File: src/common/mist_glue_defines.svh
`ifndef MIST_GLUE_DEFINES_SVH
`define MIST_GLUE_DEFINES_SVH

// external RAM bus
`define MG_MEM_ADDR_W 24
`define MG_MEM_DATA_W 32
`define MG_MEM_SEL_W 4

// word address drops the two byte-lane bits
`define MG_MEM_WADDR_W (`MG_MEM_ADDR_W - 2)

// video
`define MG_COLOR_W 4

// data_io loader
`define MG_DIO_INDEX_W 8

// indices that load ROM images into RAM
`define MG_IDX_ROM_LO 1
`define MG_IDX_ROM_HI 2

// back-porch blanking lengths in pixel cycles
`define MG_BLANK_TV 256
`define MG_BLANK_VGA 64

// cycles to wait for the reconfig controller to drop busy
`define MG_RECONFIG_TIMEOUT 1000

// width of the reconfig timeout counter
`define MG_RECONFIG_CNT_W 10

`endif

File: src/common/mist_glue_pkg.sv
`include "mist_glue_defines.svh"

package mist_glue_pkg;

	// wishbone-style request towards the RAM controller
	typedef struct packed {
		logic                         stb;
		logic                         we;
		logic [`MG_MEM_SEL_W-1:0]     sel;
		// word address, byte address bits 23..2
		logic [`MG_MEM_WADDR_W-1:0]   adr;
		logic [`MG_MEM_DATA_W-1:0]    wdata;
	} mem_req_t;

	// one write from the ROM loader, we is a single-cycle pulse
	typedef struct packed {
		logic                         we;
		logic [`MG_MEM_SEL_W-1:0]     sel;
		logic [`MG_MEM_ADDR_W-1:0]    addr;
		logic [`MG_MEM_DATA_W-1:0]    data;
	} loader_req_t;

	typedef struct packed {
		logic [`MG_COLOR_W-1:0] r;
		logic [`MG_COLOR_W-1:0] g;
		logic [`MG_COLOR_W-1:0] b;
	} rgb_t;

	typedef struct packed {
		rgb_t rgb;
		logic hs;
		logic vs;
	} video_t;

	// pixel base clock select from the core
	// 2'b11 is not defined and is handled as 24 MHz
	typedef enum logic [1:0] {
		PIXBASE_24 = 2'b00,
		PIXBASE_25 = 2'b01,
		PIXBASE_36 = 2'b10
	} pixbase_e;

endpackage

File: src/design/mem_arbiter/mem_arbiter.sv
`timescale 1ns/1ps
`include "mist_glue_defines.svh"

module mem_arbiter (
	input  logic                         clk_sys,
	input  logic                         rst_n_i,
	input  mist_glue_pkg::mem_req_t      core_req_i,
	input  mist_glue_pkg::loader_req_t   loader_req_i,
	input  logic                         downloading_i,
	input  logic [`MG_DIO_INDEX_W-1:0]   dio_index_i,
	input  logic                         ram_ack_i,
	input  logic                         ram_ready_i,
	output mist_glue_pkg::mem_req_t      ram_req_o,
	output logic                         core_ack_o,
	output logic                         core_reset_o
);

	logic loader_active;
	logic loader_active_q;
	logic loader_stb;
	logic rom_ready;

	// only the ROM image indices write into RAM
	assign loader_active = downloading_i &&
		((dio_index_i == `MG_DIO_INDEX_W'(`MG_IDX_ROM_LO)) ||
		 (dio_index_i == `MG_DIO_INDEX_W'(`MG_IDX_ROM_HI)));

	// loader strobe held until the RAM acknowledges
	always_ff @(posedge clk_sys) begin
		if (!rst_n_i) begin
			loader_stb <= 1'b0;
		end else if (loader_active && loader_req_i.we) begin
			loader_stb <= 1'b1;
		end else if (ram_ack_i) begin
			loader_stb <= 1'b0;
		end
	end

	// rom_ready latches on the falling edge of loader_active
	always_ff @(posedge clk_sys) begin
		if (!rst_n_i) begin
			loader_active_q <= 1'b0;
			rom_ready       <= 1'b0;
		end else begin
			loader_active_q <= loader_active;
			if (loader_active_q && !loader_active) begin
				rom_ready <= 1'b1;
			end
		end
	end

	// core stays in reset until RAM is up and the ROM is in place
	assign core_reset_o = ~(ram_ready_i & rom_ready);

	always_comb begin
		if (loader_active) begin
			ram_req_o.stb   = loader_stb;
			ram_req_o.we    = 1'b1;
			ram_req_o.sel   = loader_req_i.sel;
			ram_req_o.adr   = loader_req_i.addr[`MG_MEM_ADDR_W-1:2];
			ram_req_o.wdata = loader_req_i.data;
			core_ack_o      = 1'b0;
		end else begin
			// core owns the bus, no added latency
			ram_req_o       = core_req_i;
			core_ack_o      = ram_ack_i;
		end
	end

endmodule

File: src/design/pll_reconfig/pll_reconfig_seq.sv
`timescale 1ns/1ps
`include "mist_glue_defines.svh"

module pll_reconfig_seq (
	input  logic                    clk_sys,
	input  logic                    rst_n_i,
	input  mist_glue_pkg::pixbase_e pixbase_sel_i,
	input  logic                    reconfig_busy_i,
	input  logic                    rom_q_24_i,
	input  logic                    rom_q_25_i,
	input  logic                    rom_q_36_i,
	output logic                    write_from_rom_o,
	output logic                    reconfig_o,
	output logic                    reconfig_reset_o,
	output logic                    rom_q_o
);

	typedef enum logic [1:0] {
		ST_IDLE      = 2'b00,
		ST_SETTLE    = 2'b01,
		ST_WAIT_NB   = 2'b10,
		ST_WAIT_DONE = 2'b11
	} state_e;

	state_e                         state;
	mist_glue_pkg::pixbase_e        sel_q;
	logic [`MG_RECONFIG_CNT_W-1:0]  timeout;

	always_ff @(posedge clk_sys) begin
		if (!rst_n_i) begin
			state            <= ST_IDLE;
			sel_q            <= mist_glue_pkg::PIXBASE_24;
			timeout          <= '0;
			write_from_rom_o <= 1'b0;
			reconfig_o       <= 1'b0;
			reconfig_reset_o <= 1'b0;
		end else begin
			// all controller strobes are single-cycle
			write_from_rom_o <= 1'b0;
			reconfig_o       <= 1'b0;
			reconfig_reset_o <= 1'b0;

			case (state)
				ST_IDLE: begin
					sel_q <= pixbase_sel_i;
					if (pixbase_sel_i != sel_q) begin
						// new clock selected, reload scan chain from ROM
						write_from_rom_o <= 1'b1;
						state            <= ST_SETTLE;
					end
				end
				// give the controller a cycle to raise busy
				ST_SETTLE: begin
					state <= ST_WAIT_NB;
				end
				ST_WAIT_NB: begin
					if (!reconfig_busy_i) begin
						reconfig_o <= 1'b1;
						timeout    <= `MG_RECONFIG_CNT_W'(`MG_RECONFIG_TIMEOUT);
						state      <= ST_WAIT_DONE;
					end
				end
				ST_WAIT_DONE: begin
					timeout <= timeout - 1'b1;
					if (timeout == `MG_RECONFIG_CNT_W'(1)) begin
						// controller stuck in busy
						reconfig_reset_o <= 1'b1;
						state            <= ST_IDLE;
					end
					if (!reconfig_o && !reconfig_busy_i) begin
						state <= ST_IDLE;
					end
				end
				default: begin
					state <= ST_IDLE;
				end
			endcase
		end
	end

	// scan data bit from the ROM matching the selected clock
	always_comb begin
		case (pixbase_sel_i)
			mist_glue_pkg::PIXBASE_25: rom_q_o = rom_q_25_i;
			mist_glue_pkg::PIXBASE_36: rom_q_o = rom_q_36_i;
			default:                   rom_q_o = rom_q_24_i;
		endcase
	end

endmodule

File: src/design/video_blank/back_porch_blank.sv
`timescale 1ns/1ps
`include "mist_glue_defines.svh"

module back_porch_blank (
	input  logic                    clk_sys,
	input  logic                    rst_n_i,
	input  logic                    ce_pix_i,
	input  mist_glue_pkg::pixbase_e pixbase_sel_i,
	input  mist_glue_pkg::video_t   vid_i,
	output mist_glue_pkg::video_t   vid_o
);

	logic [7:0] pix_cnt;
	logic       tv_mode;
	logic       back_porch_n;

	// 24 MHz base (or undefined 2'b11) means TV timing
	assign tv_mode = (pixbase_sel_i[0] == pixbase_sel_i[1]);

	// high once the porch is over: 256 cycles in TV mode, 64 in VGA mode
	assign back_porch_n = tv_mode ? (pix_cnt == 8'(`MG_BLANK_TV - 1))
		: (pix_cnt[5:0] == 6'(`MG_BLANK_VGA - 1));

	always_ff @(posedge clk_sys) begin
		if (!rst_n_i) begin
			pix_cnt <= '0;
		end else if (!vid_o.hs) begin
			pix_cnt <= '0;
		end else if (!back_porch_n) begin
			pix_cnt <= pix_cnt + 1'b1;
		end
	end

	always_ff @(posedge clk_sys) begin
		if (!rst_n_i) begin
			vid_o <= '0;
		end else if (ce_pix_i) begin
			vid_o.hs <= vid_i.hs;
			vid_o.vs <= vid_i.vs;
			// force black inside the back porch
			if (back_porch_n) begin
				vid_o.rgb <= vid_i.rgb;
			end else begin
				vid_o.rgb <= '0;
			end
		end
	end

endmodule

File: src/design/mist_glue_top.sv
`timescale 1ns/1ps
`include "mist_glue_defines.svh"

module mist_glue_top (
	input  logic                         clk_sys,
	input  logic                         rst_n_i,

	// memory bus
	input  mist_glue_pkg::mem_req_t      core_req_i,
	input  mist_glue_pkg::loader_req_t   loader_req_i,
	input  logic                         downloading_i,
	input  logic [`MG_DIO_INDEX_W-1:0]   dio_index_i,
	input  logic                         ram_ack_i,
	input  logic                         ram_ready_i,
	output mist_glue_pkg::mem_req_t      ram_req_o,
	output logic                         core_ack_o,
	output logic                         core_reset_o,

	// pll reconfiguration
	input  mist_glue_pkg::pixbase_e      pixbase_sel_i,
	input  logic                         reconfig_busy_i,
	input  logic                         rom_q_24_i,
	input  logic                         rom_q_25_i,
	input  logic                         rom_q_36_i,
	output logic                         write_from_rom_o,
	output logic                         reconfig_o,
	output logic                         reconfig_reset_o,
	output logic                         rom_q_o,

	// video
	input  mist_glue_pkg::video_t        vid_i,
	input  logic                         ce_pix_i,
	output mist_glue_pkg::video_t        vid_o
);

	mem_arbiter i_mem_arbiter (
		.clk_sys       (clk_sys),
		.rst_n_i       (rst_n_i),
		.core_req_i    (core_req_i),
		.loader_req_i  (loader_req_i),
		.downloading_i (downloading_i),
		.dio_index_i   (dio_index_i),
		.ram_ack_i     (ram_ack_i),
		.ram_ready_i   (ram_ready_i),
		.ram_req_o     (ram_req_o),
		.core_ack_o    (core_ack_o),
		.core_reset_o  (core_reset_o)
	);

	// the same select drives both the PLL and the blanking length
	pll_reconfig_seq i_pll_reconfig_seq (
		.clk_sys          (clk_sys),
		.rst_n_i          (rst_n_i),
		.pixbase_sel_i    (pixbase_sel_i),
		.reconfig_busy_i  (reconfig_busy_i),
		.rom_q_24_i       (rom_q_24_i),
		.rom_q_25_i       (rom_q_25_i),
		.rom_q_36_i       (rom_q_36_i),
		.write_from_rom_o (write_from_rom_o),
		.reconfig_o       (reconfig_o),
		.reconfig_reset_o (reconfig_reset_o),
		.rom_q_o          (rom_q_o)
	);

	back_porch_blank i_back_porch_blank (
		.clk_sys       (clk_sys),
		.rst_n_i       (rst_n_i),
		.ce_pix_i      (ce_pix_i),
		.pixbase_sel_i (pixbase_sel_i),
		.vid_i         (vid_i),
		.vid_o         (vid_o)
	);

endmodule

File: config.mk
export PLATFORM = sky130hd
export DESIGN_NAME = mist_glue_top
export DESIGN_NICKNAME = d
export VERILOG_FILES = /design/src/common/mist_glue_pkg.sv /design/src/design/mem_arbiter/mem_arbiter.sv /design/src/design/pll_reconfig/pll_reconfig_seq.sv /design/src/design/video_blank/back_porch_blank.sv /design/src/design/mist_glue_top.sv
export VERILOG_INCLUDE_DIRS = /design/src /design/src/common
export SDC_FILE = /design/constraint.sdc
export NUM_CORES = 1
export LEC_CHECK = 0
export BUFFER_PORTS_ARGS = -buffer_cell sky130_fd_sc_hd__buf_2
export CELL_PAD_IN_SITES_DETAIL_PLACEMENT = 1
export CELL_PAD_IN_SITES_GLOBAL_PLACEMENT = 2
export CORE_MARGIN = 5
export CORE_UTILIZATION = 19
export DETAILED_ROUTE_END_ITERATION = 6
export HOLD_SLACK_MARGIN = 0.08
export PLACE_DENSITY = 0.83
export SLEW_MARGIN = 30
export SYNTH_ARGS = -nofsm -noshare
export SYNTH_HDL_FRONTEND = slang
export SYNTH_SLANG_ARGS = --single-unit
File: constraint.sdc
create_clock -name clk_sys -period 2.2 [get_ports clk_sys]
set_input_delay 0.44 -clock clk_sys [delete_from_list [all_inputs] [get_ports clk_sys]]
set_output_delay 0.44 -clock clk_sys [all_outputs]
set_load 0.1 [all_outputs]
==> results.txt <==
Status -> finished, violations left
Violated checks -> negative setup slack
Buffers on Ports -> 232
Async S/R FF share, synth -> 0
Detail-routed via count per cell -> 4.389
Largest driver fanout on the critical path -> 22
Most common library cell in the layout ignoring fill and taps -> buf_2
Non-filler instance count after layout -> 705
Clock root buffer master -> clkbuf_16
Post-DR wirelength/cell -> 17.91 microns
Number of warnings printed during yosys synthesis -> 0
CTS hold repair buffers -> 0
Wire length after detailed routing -> 12630 microns
Capture point of the worst reg-to-reg path -> i_pll_reconfig_seq.timeout[9]
Avg Cell Area, Syn -> 9.360 sq um
Final worst path period share -> 1.034
Min Clock Period, post-route -> 2.275 ns
Layout cell share with drive strength beyond 1 -> 0.6248
Achievable Freq -> 0.4396 GHz
Number of hold-slack violations in the final timing report -> 0
Setup TNS -> -2.835 ns
Clock skew -> 0.008713 ns
Hold EP -> i_mem_arbiter.loader_active_q
Endpoint type of the worst setup path -> output port
Worst setup SP type -> input pin
Setup repair after global routing missed its margin -> yes
XOR/XNOR share of the synthesized area -> 0.04629
Post-synthesis mux area share -> 0.2773
Number of antenna diodes -> 0
RR Startpoint -> i_pll_reconfig_seq.state[0]
Max-cap check violation count -> 0
Largest net degree at the start of global routing -> 44
Startpoint of the worst hold path -> dio_index_i[2]
Most common flop cell mapped by yosys -> dfxtp_1
Transition at the pin with the smallest max-transition slack -> 0.5953 ns
Share of synthesized cell area in full adder, half adder and majority cells -> 0.04251
Worst reg2reg path depth -> 6
Reg2reg setup slack -> 0.18 ns
Distinct cell type count after synthesis -> 40
Total of endpoints with negative setup slack in the final report -> 59
Setup Crit Path Kind -> input pin to output port
Overall power -> 3.500 mW
Number of cell rows -> 43
Violation count after the first detailed-route iteration -> 80
Net switching component of the power -> 1.410 mW
Height of the die -> 128.1 microns
Die outline area -> 16400 sq um
Static leakage -> 2.463 nW
Layout-stage area growth over the synthesis result -> 100.2%
Arrival @ worst endpoint -> 1.83 ns
EDFF count, synth -> 0
Net count, final -> 688
Worst skew pair latency -> 0.28 ns
Area share of the leading cell type in the synthesized netlist -> 0.3174
Remaining Overflow, GRT -> 0
Residual antenna-violating net count after detailed routing -> 0
Maximum vdd ir drop -> 0.3118 mV
Worst path required time -> 1.76 ns
Clock tree from TritonCTS -> yes
Global Route Usage Sum -> 0.1433
Core outline area -> 13770 sq um
CTS buffer count -> 5
Effective utilization at floorplan -> 0.1923
Half-perimeter wire length after detailed placement -> 10770 microns
CTS clock-pin slew for the worst setup and hold paths -> 0.06 ns
Sequential cell area fraction in the yosys report -> 0.3174
Top library cells by usage in the layout, fill and taps aside -> buf_2 (168), buf_12 (63), mux2_2 (58)
Final Max Tran Viols -> 0
Clock share of power -> 0.238
Wire length of the first global-routing pass -> 18430 microns
Last weighted congestion value of the routability-driven placer -> 0.8841
Die Wd -> 128.1 microns
Final Worst Setup Slack -> -0.07481 ns
Initial antenna violation count -> 4
Post-route DRC violation count -> 0
Combinational group share of total power -> 0.486
Simple logic cell fraction of the synthesized area -> 0.1800
Ratio of total power to cell area -> 659.9 nW/um^2
Number of iterations in the first detailed-routing pass -> 4
Via count of the first global-routing pass -> 3509
Dpl cells -> 693
Internal Dissipation -> 2.090 mW
Total number of H-tree levels -> 2
Switching power as a share of total power -> 0.4029
Number of storage elements in the synthesis netlist -> 42
Number of instances on the worst hold path -> 2
Nets in the synthesized netlist -> 447
Cell types occupying the most area after synthesis -> dfxtp_1 (32%), mux2_2 (25%), ha_1 (4.3%)
Number of instances in the synthesized netlist -> 283
Hold Path Class -> input pin to register
# IOs -> 235
End-of-flow core utilization -> 0.3851
Total number of vias -> 3094
Combinational family with the most area after synthesis -> multiplexers
Cell area after synthesis -> 2649 sq um
Worst Hold Slack -> 0.3662 ns
Count of clock tree sinks -> 42
Compound-Gate Fraction of Synth Area -> 0.1058
Share of total power in sequential cells -> 0.276
Worst slew margin -> 0.5929
Clock Path Buffers -> 2
Cell type with the largest total area after synthesis -> dfxtp_1
[worst max-delay path: stages]
cell	delay, ns
buf_6	0.09
nor4b_4	0.27
buf_4	0.17
nand3_4	0.13
buf_12	0.21
mux2_2	0.32
buf_12	0.17
[Yosys cell counts (2+ instances only)]
cell / count
o21a_1: 5
nand3_1: 15
xnor2_1: 3
o21ai_0: 9
dfxtp_1: 42
and2_1: 5
nor4_1: 2
nand2_1: 9
inv_1: 7
o31a_1: 2
and3_1: 3
buf_2: 2
xor2_1: 11
o31ai_1: 2
nand4_1: 2
nand2b_1: 17
ha_1: 9
nor3_1: 7
mux2_2: 59
a21oi_1: 16
clkbuf_1: 12
nor2_1: 18
a2111oi_0: 2
mux2i_1: 7
o2111ai_1: 2
[state kept, by name, summed over array words and instances (netlist names), 2 cells and up]
register,flops
i_back_porch_blank.pix_cnt,8
i_pll_reconfig_seq.sel_q,2
i_pll_reconfig_seq.timeout,10
i_pll_reconfig_seq.state,2
i_back_porch_blank.vid_o,14
[power groups by stage]
stage          Clock [mW]  Sequential [mW]  Combinational (mW)
3_3_place_gp            0            0.971                1.65
4_1_cts             0.862            0.967                1.71
5_1_grt             0.898            0.985                1.81
6_report            0.834            0.966                1.70
3_5_place_dp            0            0.984                1.70
2_1_floorplan           0             1.03                1.03
[kinds of logic after synthesis]
kind of cell,Yosys count
xor gates and xnor gates,14
DFF,42
muxes,66
and+or+nand+nor,87
buffers and inverters,21
AOI/OAI and AO/OA,44
adders and majority gates,9
[what timing repair did]
item	CTS	global route
gates cloned	0	3
setup endpoints to repair	60	59
setup buffers	0	1
gates resized for setup	2	7
pin swaps	0	0
[worst max-delay path by stage]
stage | end | cells past startpoint | startpoint
floorplan | ram_req_o[10] | 4 | dio_index_i[3]
global placement | ram_req_o[53] | 7 | dio_index_i[3]
detailed placement | ram_req_o[56] | 7 | dio_index_i[3]
CTS | ram_req_o[33] | 7 | dio_index_i[3]
global route | ram_req_o[33] | 7 | dio_index_i[3]
finish | ram_req_o[33] | 7 | dio_index_i[3]
[area by class of cell]
class	count	area (sq um)
timing repair buffer	248	2270
clock inverter	3	40.04
tap	180	225.2
multi-input combinational	220	1777
clock buffer	5	125.1
sequential	42	840.8
inverter	7	26.28
fill	1603	8469
[metal layers]
layer,vias up,part of all wire,global-route usage
li1,1494,-,-
met1,1431,0.32,0.1389
met3,31,0.075,0.04208
met2,130,0.56,0.2742
met4,8,0.041,0.06929
met5,-,0.0054,0
[metrics by stage]
step / area [sq um] / setup WS, ns
2_1_floorplan: 2656 / -0.1212
3_3_place_gp: 5031 / -0.1383
3_5_place_dp: 5031 / -0.1315
4_1_cts: 5209 / -0.1053
5_1_grt: 5304 / -0.1367
6_report: 5304 / -0.07481
(Power assumes the default switching activity.)
